File: src/armStatusPkg.sv
`default_nettype none

package armStatusPkg;

  // Mode field encodings, CPSR bits 4:0
  typedef enum logic [4:0] {
    modeUsr = 5'b10000,
    modeFiq = 5'b10001,
    modeIrq = 5'b10010,
    modeSvc = 5'b10011,
    modeAbt = 5'b10111,
    modeUnd = 5'b11011,
    modeSys = 5'b11111
  } cpuMode;

  // Index into the saved status register bank
  typedef enum logic [2:0] {
    bankSvc = 3'd0,
    bankAbt = 3'd1,
    bankUnd = 3'd2,
    bankIrq = 3'd3,
    bankFiq = 3'd4
  } spsrBank;

  localparam int NumBanks = 5;                    // One SPSR per privileged exception mode

  localparam logic [31:0] ResetCpsr = 32'h0000_00D3; // Supervisor, I and F set

  // Interrupt disable bits inside the CPSR
  localparam int CpsrIBit = 7;
  localparam int CpsrFBit = 6;

  // Bit positions in the Exceptions request vector
  localparam int excFiq         = 0;
  localparam int excIrq         = 1;
  localparam int excDataAbt     = 2;
  localparam int excPrefetchAbt = 3;
  localparam int excSwi         = 4;
  localparam int excUndef       = 5;

endpackage

`default_nettype wire

File: src/exceptionPrioritizer.sv
`default_nettype none

module exceptionPrioritizer import armStatusPkg::*; #(
  parameter bit HighVectors = 1'b0  // 1 puts the vector table at 0xFFFF0000
) (
  input  logic [5:0]  Exceptions,
  input  logic [31:0] cpsr,
  output logic        takeException,
  output cpuMode      targetMode,
  output spsrBank     targetBank,
  output logic [31:0] VectorAddr
);

  cpuMode      curMode;
  logic        fiqReq, irqReq;      // Interrupts after I/F masking
  logic        dataAbtReq, prefetchAbtReq, undefReq, swiReq;
  logic [7:0]  vecOffset;
  logic [31:0] vecBase;

  assign curMode = cpuMode'(cpsr[4:0]);

  // A request that would re-enter the current mode is dropped,
  // which lets the next one down the chain win
  assign fiqReq         = Exceptions[excFiq] & ~cpsr[CpsrFBit] & (curMode != modeFiq);
  assign irqReq         = Exceptions[excIrq] & ~cpsr[CpsrIBit] & (curMode != modeIrq);
  assign dataAbtReq     = Exceptions[excDataAbt] & (curMode != modeAbt);
  assign prefetchAbtReq = Exceptions[excPrefetchAbt] & (curMode != modeAbt);
  assign undefReq       = Exceptions[excUndef] & (curMode != modeUnd);
  assign swiReq         = Exceptions[excSwi] & (curMode != modeSvc);

  // Fixed priority chain
  always_comb begin
    takeException = 1'b1;
    targetMode    = modeSvc;
    targetBank    = bankSvc;
    vecOffset     = 8'h00;     // Reset vector when nothing is taken
    if (dataAbtReq) begin
      targetMode = modeAbt;
      targetBank = bankAbt;
      vecOffset  = 8'h10;
    end else if (fiqReq) begin
      targetMode = modeFiq;
      targetBank = bankFiq;
      vecOffset  = 8'h1C;
    end else if (irqReq) begin
      targetMode = modeIrq;
      targetBank = bankIrq;
      vecOffset  = 8'h18;
    end else if (prefetchAbtReq) begin
      targetMode = modeAbt;    // Shares abort mode and bank with data abort
      targetBank = bankAbt;
      vecOffset  = 8'h0C;
    end else if (undefReq) begin
      targetMode = modeUnd;
      targetBank = bankUnd;
      vecOffset  = 8'h04;
    end else if (swiReq) begin
      vecOffset  = 8'h08;      // Supervisor target, defaults already set
    end else begin
      takeException = 1'b0;
    end
  end

  assign vecBase    = HighVectors ? 32'hFFFF_0000 : 32'h0000_0000;
  assign VectorAddr = vecBase | {24'h0, vecOffset}; // Offsets sit below the base

endmodule

`default_nettype wire

File: src/msrMerge.sv
`default_nettype none

module msrMerge import armStatusPkg::*; (
  input  logic [4:0]  MsrMask,     // [4] SPSR target, [3:0] f, s, x, c byte enables
  input  logic [31:0] AluOut,
  input  logic [31:0] cpsr,
  input  logic [31:0] currentSpsr,
  output logic [31:0] msrValue,
  output logic        msrWrite
);

  cpuMode      curMode;
  logic        privileged;   // Anything but user
  logic        hasSpsr;      // Neither user nor system
  logic        toSpsr;
  logic        allowed;
  logic        legalMode;    // AluOut[4:0] is a real mode
  logic [3:0]  byteEn;       // Byte enables after privilege check
  logic [31:0] target;       // Word being modified

  assign curMode    = cpuMode'(cpsr[4:0]);
  assign privileged = (curMode != modeUsr);
  assign hasSpsr    = privileged & (curMode != modeSys);
  assign toSpsr     = MsrMask[4];

  // SPSR writes need a banked SPSR to land in
  assign allowed = toSpsr ? hasSpsr : 1'b1;

  assign target = toSpsr ? currentSpsr : cpsr;

  // Flags byte is open in every mode
  assign byteEn[3]   = MsrMask[3];
  assign byteEn[2:0] = MsrMask[2:0] & {3{privileged}};

  // Mode legality of the incoming value
  always_comb begin
    case (cpuMode'(AluOut[4:0]))
      modeUsr, modeFiq, modeIrq, modeSvc,
      modeAbt, modeUnd, modeSys: legalMode = 1'b1;
      default:                   legalMode = 1'b0;
    endcase
  end

  always_comb begin
    // Control byte, mode field guarded separately
    if (byteEn[0]) begin
      msrValue[7:5] = AluOut[7:5];
      msrValue[4:0] = legalMode ? AluOut[4:0] : target[4:0]; // Bad mode keeps old one
    end else begin
      msrValue[7:0] = target[7:0];
    end
    // Extension, status and flags bytes
    for (int i = 1; i < 4; i++) begin
      msrValue[i*8 +: 8] = byteEn[i] ? AluOut[i*8 +: 8] : target[i*8 +: 8];
    end
  end

  // Any raw enable marks an MSR, even if privilege blocks every byte
  assign msrWrite = allowed & (|MsrMask[3:0]);

endmodule

`default_nettype wire

File: src/statusRegs.sv
`default_nettype none

module statusRegs import armStatusPkg::*; (
  input  logic        clk,
  input  logic        reset,
  input  logic        NotStallW,
  input  logic        takeException,
  input  cpuMode      targetMode,
  input  spsrBank     targetBank,
  input  logic        msrWrite,
  input  logic [31:0] msrValue,
  input  logic [4:0]  MsrMask,
  input  logic        RestoreCpsr,
  input  logic [3:0]  FlagsNext,
  input  logic        CoProcFlagUpd,
  input  logic [31:0] AluOut,
  output logic [31:0] cpsr,
  output logic [31:0] currentSpsr
);

  logic [31:0] spsr [NumBanks];  // Saved status, indexed by spsrBank
  cpuMode      curMode;
  spsrBank     curBank;          // Bank of the current mode
  logic        curHasSpsr;       // Low in user and system mode
  logic [3:0]  flagsUpdate;
  logic [31:0] excCpsr;          // CPSR on exception entry

  assign curMode = cpuMode'(cpsr[4:0]);

  // Bank decode from current mode
  always_comb begin
    curHasSpsr = 1'b1;
    curBank    = bankSvc;
    case (curMode)
      modeSvc: curBank = bankSvc;
      modeAbt: curBank = bankAbt;
      modeUnd: curBank = bankUnd;
      modeIrq: curBank = bankIrq;
      modeFiq: curBank = bankFiq;
      default: curHasSpsr = 1'b0;    // User, system or junk
    endcase
  end

  // Without a banked SPSR the CPSR is shown instead
  assign currentSpsr = curHasSpsr ? spsr[curBank] : cpsr;

  // Coprocessor transfers bring flags in on AluOut
  assign flagsUpdate = CoProcFlagUpd ? AluOut[31:28] : FlagsNext;

  // Exception entry: keep upper bits and T, force I, F only for FIQ
  always_comb begin
    excCpsr           = cpsr;
    excCpsr[4:0]      = targetMode;
    excCpsr[CpsrIBit] = 1'b1;
    if (targetMode == modeFiq) begin
      excCpsr[CpsrFBit] = 1'b1;
    end
  end

  // Falling-edge update, same edge as the rest of writeback
  always_ff @(negedge clk) begin
    if (reset) begin
      cpsr <= ResetCpsr;
      for (int b = 0; b < NumBanks; b++) begin
        spsr[b] <= '0;
      end
    end else if (NotStallW) begin
      if (takeException) begin
        spsr[targetBank] <= cpsr;       // Save old status first
        cpsr             <= excCpsr;
      end else if (msrWrite) begin
        if (MsrMask[4]) begin
          spsr[curBank] <= msrValue;    // msrMerge only allows this with a bank
        end else begin
          cpsr <= msrValue;
        end
      end else if (RestoreCpsr) begin
        if (curHasSpsr) begin
          cpsr <= spsr[curBank];
        end                             // No SPSR, nothing happens
      end else begin
        cpsr <= {flagsUpdate, cpsr[27:0]};
      end
    end
  end

endmodule

`default_nettype wire

File: src/armStatusUnit.sv
`default_nettype none

module armStatusUnit import armStatusPkg::*; #(
  parameter bit HighVectors = 1'b0
) (
  input  logic        clk,
  input  logic        reset,
  input  logic        NotStallW,
  input  logic [5:0]  Exceptions,     // Level requests, see excFiq..excUndef
  input  logic [4:0]  MsrMask,
  input  logic [31:0] AluOut,
  input  logic [3:0]  FlagsNext,      // From the condition unit
  input  logic        CoProcFlagUpd,
  input  logic        RestoreCpsr,
  output logic [31:0] CpsrData,
  output logic [31:0] SpsrData,
  output logic        ExceptionTaken,
  output logic [31:0] VectorAddr      // To fetch
);

  cpuMode      targetMode;
  spsrBank     targetBank;
  logic [31:0] msrValue;
  logic        msrWrite;

  // Exception choice, combinational
  exceptionPrioritizer #(
    .HighVectors(HighVectors)
  ) uPrio (
    .Exceptions   (Exceptions),
    .cpsr         (CpsrData),
    .takeException(ExceptionTaken),
    .targetMode   (targetMode),
    .targetBank   (targetBank),
    .VectorAddr   (VectorAddr)
  );

  // MSR word builder
  msrMerge uMsr (
    .MsrMask    (MsrMask),
    .AluOut     (AluOut),
    .cpsr       (CpsrData),
    .currentSpsr(SpsrData),
    .msrValue   (msrValue),
    .msrWrite   (msrWrite)
  );

  statusRegs uRegs (
    .clk          (clk),
    .reset        (reset),
    .NotStallW    (NotStallW),
    .takeException(ExceptionTaken),
    .targetMode   (targetMode),
    .targetBank   (targetBank),
    .msrWrite     (msrWrite),
    .msrValue     (msrValue),
    .MsrMask      (MsrMask),
    .RestoreCpsr  (RestoreCpsr),
    .FlagsNext    (FlagsNext),
    .CoProcFlagUpd(CoProcFlagUpd),
    .AluOut       (AluOut),
    .cpsr         (CpsrData),
    .currentSpsr  (SpsrData)
  );

endmodule

`default_nettype wire

File: config.mk
export PLATFORM = sky130hd
export DESIGN_NAME = armStatusUnit
export DESIGN_NICKNAME = d
export VERILOG_FILES = /design/src/armStatusPkg.sv /design/src/exceptionPrioritizer.sv /design/src/msrMerge.sv /design/src/statusRegs.sv /design/src/armStatusUnit.sv
export SDC_FILE = /design/constraint.sdc
export NUM_CORES = 1
export LEC_CHECK = 0
export ABC_CLOCK_PERIOD_IN_PS = 5110
export BUFFER_PORTS_ARGS = -buffer_cell sky130_fd_sc_hd__buf_2
export CAP_MARGIN = 20
export CORE_ASPECT_RATIO = 1.1
export CORE_UTILIZATION = 60
export CTS_BUF_LIST = sky130_fd_sc_hd__clkbuf_2
export DETAILED_ROUTE_END_ITERATION = 6
export GPL_ROUTABILITY_DRIVEN = 0
export PLACE_DENSITY = 0.82
export RECOVER_POWER = 25
export SYNTH_ARGS = -nofsm -noshare
export SYNTH_HDL_FRONTEND = slang
export SYNTH_HIERARCHICAL = 1
export SYNTH_SLANG_ARGS = --single-unit
File: constraint.sdc
create_clock -name clk -period 5.11 [get_ports clk]
set_input_delay 1.022 -clock clk [delete_from_list [all_inputs] [get_ports clk]]
set_output_delay 1.022 -clock clk [all_outputs]
set_load 0.01 [all_outputs]
==> metrics, run 1 <==
hpwl dp 26,300 µm; Sink Count 199; clock tree root driver cell clkbuf_2; first-pass GRT wire length 98,400 µm; largest net degree at the start of global routing 33; Post-Synthesis Cells 1,110; Log Error [ERROR GRT-0116] Global routing finished with congestion. Check the congestion regions in the DRC Viewer.; port buffer count 119; asr flop ratio synth 0%; GRT overflow 1; Primary FF master, synth edfxtp_1; Post-Syn Area 11,300 µm²; CTS Buffer Depth 2; vias in the first global route 15,985; Hold-fix buffers, CTS 0; H-tree lvl count 4; register area share after synthesis 49.9%; Avg Cell Area, Syn 10.2 µm²; Yosys warnings 6; I/O pin total 149; die width 133 µm; All-Layer GR Usage 69.8%; cell row count 52; EDFF count, synth 167; Fail Step 5_1_grt; post-synthesis register bit count 199; CTS Buf Count 17; Post-Place Cells 1,594; starting density of the core 61.4%; outcome stopped before the end; die height 146 µm; library cells used by synthesis 82
==> logic make-up after synthesis <==
family / share of synthesized area, %
buffers and inverters: 6.73
XOR/XNOR: 0.463
other: 0.0662
AO/OA/AOI/OAI: 16.9
flip-flops: 49.9
AND/OR/NAND/NOR: 16.8
multiplexers: 9.19
==> metrics by stage <==
| stage | TNS, ps | area, µm² | utilization (%) | worst slack (ps) |
|---|---|---|---|---|
| after CTS | -46080 | 17200 | 93.2 | -1170 |
| after floorplan | -170310 | 12300 | - | -624 |
| after detailed placement | -207480 | 14200 | 77.0 | -633 |
| after global placement | -192560 | 14200 | 77.0 | -593 |
==> metal layers <==
metal  GRT overflow  GRT usage (%)
met2              1           90.1
met1              0           71.9
met5              0           10.6
met3              0           50.0
met4              0           66.7
==> cell usage after synthesis (11+ instances only) <==
cell       number  area share, %
a21oi_1        53            2.3
a22oi_1        20            1.3
buf_2          43            1.9
buf_4          38            2.5
clkbuf_1       22           0.73
dfxtp_1        32            5.6
edfxtp_1      167             44
inv_1          36            1.2
mux2_2         49            4.9
mux2i_1        49            4.3
nand2_1        80            2.6
nand2b_1       11           0.61
nand3_1        14           0.62
nor2_1        176            5.8
nor2_2         11           0.61
nor2b_1        26            1.4
nor3_1         26            1.1
o21a_1         17            1.1
o21ai_0        52            2.3
o221ai_1       16            1.2
o2bb2ai_1      20            1.5
==> timing repair <==
item,4_1_cts
gates resized for setup,202
buffers inserted,142
cloned,3
pin swaps,50
endpoints found under the setup margin,41
==> run 2: changes to the inputs <==
CORE_ASPECT_RATIO = default   (was 1.1)
CORE_UTILIZATION = 40   (was 60)
CTS_BUF_LIST = default   (was sky130_fd_sc_hd__clkbuf_2)
PLACE_DENSITY = default   (was 0.82)
PLACE_DENSITY_LB_ADDON = 0.15   (was default)
==> metrics, run 2 <==
register area share after synthesis 49.9% (unchanged); DRC viols 0; mux contribution to synthesized area 9.19% (unchanged); Crit path required time 4090 ps; Final Hold Viols 0; fin. max-slew vios 0; Syn-to-layout area delta 70.9%; Internal Power 0.00364 W; core area 27,900 µm²; Post-Syn Area 11,300 µm² (unchanged); total iterations of the first detailed-routing run 7; reg-to-reg slack, setup -840 ps; Detail Route Antenna Nets 0; Crit. End Element output port; RSZ-0062 raised after global routing yes; clock tree root driver cell clkbuf_16 (was clkbuf_2); pwr dens 295 nW/µm²; CTS tree done; Yosys warnings 6 (unchanged); Hold Path Class reg -> reg; DR WL/cell 23.5 µm; final clock skew 47.7 ps; CTS Buffer Depth 2 (unchanged); Max-Cap Viols 0; sequential share of power 33.0%; port buffer count 119 (unchanged); Core Util, Final 69.6%; Clock Latency Late Sink 510 ps; Synth Area in Adders 0% (unchanged); filler cell count 1,926; EDFF count, synth 167 (unchanged); GRT overflow 0; Post-Synthesis Cells 1,110 (unchanged); via total after detailed routing 12,337; hpwl dp 27,600 µm (was 26,300 µm); Compound-Gate Fraction of Synth Area 16.9% (unchanged); Post-Place Cells 1,733 (was 1,594); crit path kind reg -> out; cell row count 61 (was 52); first-pass GRT wire length 65,100 µm; library cells used by synthesis 82 (unchanged); Hold-fix buffers, CTS 0 (unchanged); largest cells by area after synthesis edfxtp_1 44%, nor2_1 5.8%, dfxtp_1 5.6% (unchanged); post-DR vias/cell 5.78; post-synthesis register bit count 199 (unchanged); WP data arrival 5040 ps; Slew HR 59.7%; Largest register FFs 167; DIE AREA 29,000 µm²; I/O pin total 149 (unchanged); cell with the most instances after synthesis nor2_1 (unchanged); Reg clk slew, reported paths 50 ps; die height 170 µm (was 146 µm); fin worst setup slack -953 ps; asr flop ratio synth 0% (unchanged); All-Layer GR Usage 30.6%; Startpoint Class flop; Gate power share 29.8%; failing checks negative setup slack; most frequent cells in the layout 231 x buf_4, 216 x inv_1, 167 x edfxtp_1, 89 x nor2_1, 80 x buf_2; largest net degree at the start of global routing 33; main combinational cell family by area after synthesis compound AO/OA/AOI/OAI gates (unchanged); Initial DRC Count 1,399; vias in the first global route 11,721; Largest Register uRegs/spsr; VDD IR-drop max 0.252 mV; Synth top cells by count 176 x nor2_1, 167 x edfxtp_1, 80 x nand2_1 (unchanged); die width 170 µm (was 133 µm); clock share of power 37.1%; initial antenna violation count 1; CTS Buf Count 17 (unchanged); share of cells above drive strength 1 48.7%; Primary FF master, synth edfxtp_1 (unchanged); Yosys top cell by area edfxtp_1 (unchanged); Post-Synth XOR/XNOR Area 0.463% (unchanged); worst-path fanout max 9; post-synth top area share 44.2% (unchanged); Net Sw Frac 36.4%; Top Registers uRegs/spsr: 167 flops, uRegs/cpsr: 32 flops; Psw 0.00208 W; Worst-Margin Slew 605 ps; Finished Layout Cells 2,133; starting density of the core 40.7% (was 61.4%); Avg Cell Area, Syn 10.2 µm² (unchanged); Final #Nets 1,793; commonest non-fill, non-tap cell in the layout buf_4; Pleak 8.43 nW; outcome finished with violations (was stopped before the end); H-tree lvl count 4 (unchanged); Final Setup Violations 393; simple-gate share of the synthesized area 16.8% (unchanged); Sink Count 199 (unchanged); Routed WL 50,100 µm
[run 2: cell counts after synthesis]
No cell type changed its count.
[run 2: worst max-delay path, stage by stage, from the launching register on]
cell	delay, ps
dfxtp_4	360
buf_12	150
buf_4	170
and3b_2	240
buf_6	160
a21oi_1	220
o21ai_1	100
a22o_1	270
a21o_1	190
buf_2	140
[run 2: cell families after synthesis]
family | after synthesis
AOI/OAI and AO/OA | 268
buffers and inverters | 145
DFF | 199
xor gates and xnor gates | 3
and+or+nand+nor | 395
other | 2
muxes | 98
[run 2: layout make-up]
| cell class | count | area (µm²) | share of cell area [%] |
|---|---|---|---|
| multi-input cells | 797 | 6790 | 35.0 |
| flip-flops and latches | 199 | 5670 | 29.3 |
| repair buffers | 491 | 4920 | 25.4 |
| clock inverters | 214 | 963 | 4.97 |
| well taps | 378 | 473 | 2.44 |
| clock buffers | 17 | 425 | 2.19 |
| inverters | 36 | 138 | 0.710 |
| diodes | 1 | 2.50 | 0.0129 |
[run 2: worst paths after layout]
| path | startpoint | to | cells after the start |
|---|---|---|---|
| worst min register to register | uRegs/spsr[0][23] | uRegs/cpsr[23] | 2 |
| worst min-delay path | uRegs/spsr[0][23] | uRegs/cpsr[23] | 2 |
| worst max register to register | uRegs/cpsr[2] | uRegs/cpsr[25] | 43 |
| worst max-delay path | uRegs/cpsr[2] | SpsrData[8] | 9 |
[run 2: what timing repair did]
item,CTS,global route
pin swaps,37,153
endpoints found under the setup margin,358,399
setup buffers,89,76
gates resized for setup,129,294
gates cloned,8,14
[run 2: through the flow]
step	power (W)	cell area [µm²]	setup WS (ps)	hold slack, ps	TNS [ps]
after floorplan	0.00283	12300	-624	568	-170310
after global placement	0.00333	14600	-726	594	-217020
after detailed placement	0.00334	14600	-719	604	-220940
after CTS	0.00547	17500	-837	613	-81180
after global routing	0.00601	19400	-956	650	-112810
final	0.00572	19400	-953	603	-98310
[run 2: metal layers]
| layer | global-route usage [%] | up-vias | routed length [µm] | share of wire, % |
|---|---|---|---|---|
| met3 | 8.16 | 202 | 5000 | 10 |
| met1 | 37.7 | 5964 | 18800 | 37 |
| li1 | - | 5301 | - | - |
| met5 | 0 | - | 0 | 0 |
| met4 | 14.7 | 0 | 2410 | 4.8 |
| met2 | 49.6 | 870 | 23900 | 48 |
[run 2: power by group through the flow]
stage / clock network, W / registers [W] / logic (W)
2_1_floorplan: 0.000232 / 0.00190 / 0.000693
3_3_place_gp: 0.000232 / 0.00191 / 0.00119
3_5_place_dp: 0.000232 / 0.00191 / 0.00120
4_1_cts: 0.00213 / 0.00189 / 0.00145
5_1_grt: 0.00234 / 0.00189 / 0.00177
6_report: 0.00212 / 0.00189 / 0.00171
Note: power is estimated with default switching activity, not from simulation.
==> run 3: changes to the inputs <==
==> constraint.sdc (replaced) <==
create_clock -name clk -period 5.11 [get_ports clk]
set_input_delay 0.2555 -clock clk [delete_from_list [all_inputs] [get_ports clk]]
set_output_delay 0.2555 -clock clk [all_outputs]
set_load 0.01 [all_outputs]
==> metrics, run 3 (synthesized netlist as in run 2, its figures left out) <==
Net Sw Frac 35.6% (was 36.4%); largest net degree at the start of global routing 33 (unchanged); Reg clk slew, reported paths 40 ps (was 50 ps); sequential share of power 37.4% (was 33.0%); CTS Buffer Depth 2 (unchanged); initial antenna violation count 0 (was 1); GRT overflow 0 (unchanged); worst-path fanout max 16 (was 9); Internal Power 0.00325 W (was 0.00364 W); H-tree lvl count 4 (unchanged); share of cells above drive strength 1 29.8% (was 48.7%); VDD IR-drop max 0.196 mV (was 0.252 mV); Final Hold Viols 0 (unchanged); port buffer count 119 (unchanged); fin worst setup slack -24.4 ps (was -953 ps); register area 5670 µm² (about the same); Syn-to-layout area delta 36.1% (was 70.9%); commonest non-fill, non-tap cell in the layout inv_1 (was buf_4); die height 170 µm (unchanged); Worst-Margin Slew 544 ps (was 605 ps); All-Layer GR Usage 26.9% (was 30.6%); clock share of power 38.3% (was 37.1%); starting density of the core 40.7% (unchanged); DR WL/cell 20.1 µm (was 23.5 µm); Hold-fix buffers, CTS 0 (unchanged); Hold Path Class reg -> reg (unchanged); first-pass GRT wire length 57,800 µm (was 65,100 µm); final instance area 15,400 µm² (was 19,400 µm²); Final Setup Violations 6 (was 393); DRC viols 0 (unchanged); fin. max-slew vios 0 (unchanged); Initial DRC Count 831 (was 1,399); Top Registers uRegs/spsr: 167 flops, uRegs/cpsr: 32 flops (unchanged); most frequent cells in the layout 225 x inv_1, 174 x nor2_1, 167 x edfxtp_1, 137 x buf_4, 81 x buf_2 (was 231 x buf_4, 216 x inv_1, 167 x edfxtp_1, 89 x nor2_1, 80 x buf_2); Gate power share 24.3% (was 29.8%); CP Capture Point SpsrData[17] (was SpsrData[8]); vias in the first global route 10,429 (was 11,721); CP max stage delay 370 ps (was 360 ps); hpwl dp 25,800 µm (was 27,600 µm); Slew HR 63.7% (was 59.7%); total iterations of the first detailed-routing run 5 (was 7); outcome finished with violations (unchanged); cell row count 61 (unchanged); Sink Count 199 (unchanged); Max-Cap Viols 0 (unchanged); top routing layer used met4 (unchanged); RSZ-0062 raised after global routing yes (unchanged); Critical Path Source uRegs/cpsr[0] (was uRegs/cpsr[2]); failing checks negative setup slack (unchanged); Final #Nets 1,602 (was 1,793); pwr dens 326 nW/µm² (was 295 nW/µm²); final clock skew 19.6 ps (was 47.7 ps); Largest register FFs 167 (unchanged); multi-input logic area 5400 µm² (was 6790 µm²); crit path kind reg -> out (unchanged); metal3 WL 2860 µm (was 5000 µm); Reg2Reg Depth 12 (was 43); met1 WL 16,900 µm (was 18,800 µm); Crit. End Element output port (unchanged); I/O pin total 149 (unchanged); filler cell count 2,582 (was 1,926); Clock Latency Late Sink 480 ps (was 510 ps); Worst R2R Start uRegs/cpsr[2] (unchanged); Detail Route Antenna Nets 0 (unchanged); total power 0.00504 W (was 0.00572 W); diode count 0 (was 1); post-DR vias/cell 5.41 (was 5.78); Largest Register uRegs/spsr (unchanged); die width 170 µm (unchanged); worst path cell trace buf_6 -> nand2b_4 -> nor4b_4 -> buf_6 -> buf_12 -> buf_16 -> buf_12 -> a22oi_2 -> o21a_1 -> inv_1 -> buf_2 (was buf_12 -> buf_4 -> and3b_2 -> buf_6 -> a21oi_1 -> o21ai_1 -> a22o_1 -> a21o_1 -> buf_2); Hold WS 563 ps (was 603 ps); Crit path required time 4850 ps (was 4090 ps); reg-to-reg endpoint uRegs/spsr[3][3] (was uRegs/cpsr[25]); CP max-delay cell dfxtp_2 (was dfxtp_4); WP data arrival 4880 ps (was 5040 ps); area of placed instances 13,200 µm² (was 14,600 µm²); reg-to-reg slack, setup 1640 ps (was -840 ps); Routed WL 39,000 µm (was 50,100 µm); Startpoint Class flop (unchanged); core area 27,900 µm² (unchanged); Pleak 6.78 nW (was 8.43 nW); CTS Buf Count 17 (unchanged); DIE AREA 29,000 µm² (unchanged); CTS tree done (unchanged); via total after detailed routing 10,499 (was 12,337); Met2 Routed Length 18,500 µm (was 23,900 µm); Psw 0.00179 W (was 0.00208 W); clock tree root driver cell clkbuf_16 (unchanged)
run 3: cell count changes in the layout (fill, tap and decap cells not counted), sizes merged:
cell,change
diode,-1
buf,-194
nand2,-3
clkbuf,+6
bufinv,-2
clkinv,-2
inv,+1
clkinvlp,+3
run 3: how the worst min path moves through the flow:
stage	startpoint	to	slack, ps	cells past startpoint
detailed placement	uRegs/cpsr[9]	uRegs/cpsr[9]	550	1
global placement	uRegs/cpsr[9]	uRegs/cpsr[9]	540	1
floorplan	uRegs/cpsr[25]	uRegs/cpsr[25]	570	1
CTS	uRegs/cpsr[8]	uRegs/cpsr[8]	570	1
global route	uRegs/cpsr[9]	uRegs/cpsr[9]	610	1
finish	uRegs/cpsr[9]	uRegs/cpsr[9]	560	1
run 3: metrics by stage:
step / setup TNS [ps] / cells / worst slack [ps] / util [%]
6_report: -103 / 1941 / -24.4 / 55.4
5_1_grt: -2120 / 1941 / -155 / 55.4
4_1_cts: -16.5 / 1913 / -12.1 / 53.6
3_5_place_dp: 0 / 1662 / 28.3 / 47.4
3_3_place_gp: 0 / 1662 / 30.8 / 47.4
2_1_floorplan: -3220 / 1138 / -54.1 / -
run 3: timing repair:
item	CTS	global route
setup buffers	20	27
cloned	3	3
setup endpoints to repair	34	33
pin swaps	4	27
resized for setup	38	83
run 3: final cells by class:
| class | count | area share, % |
|---|---|---|
| clock inverters | 214 | 5.77 |
| clock buffers | 17 | 2.75 |
| inverters | 36 | 0.899 |
| repair buffers | 303 | 15.8 |
| multi-input cells | 794 | 35.0 |
| flip-flops and latches | 199 | 36.7 |
| well taps | 378 | 3.06 |
run 3: critical path, delay by kind of cell (launching register included):
family,cells,cell delay (ps)
and+or+nand+nor,2,350
DFF,1,370
buffers and inverters,7,910
AOI/OAI and AO/OA,2,210
run 3: metal layers:
layer,global-route usage (%),vias up
met3,7.35,51
met4,10.8,0
li1,-,4885
met5,0,-
met1,34.7,5126
met2,42.8,437
run 3: power by group through the flow:
stage | combinational [W] | sequential [W] | clock, W
global route | 0.00130 | 0.00189 | 0.00219
global placement | 0.00102 | 0.00190 | 0.000232
detailed placement | 0.00103 | 0.00190 | 0.000232
floorplan | 0.000616 | 0.00190 | 0.000232
finish | 0.00122 | 0.00188 | 0.00193
CTS | 0.00109 | 0.00188 | 0.00200
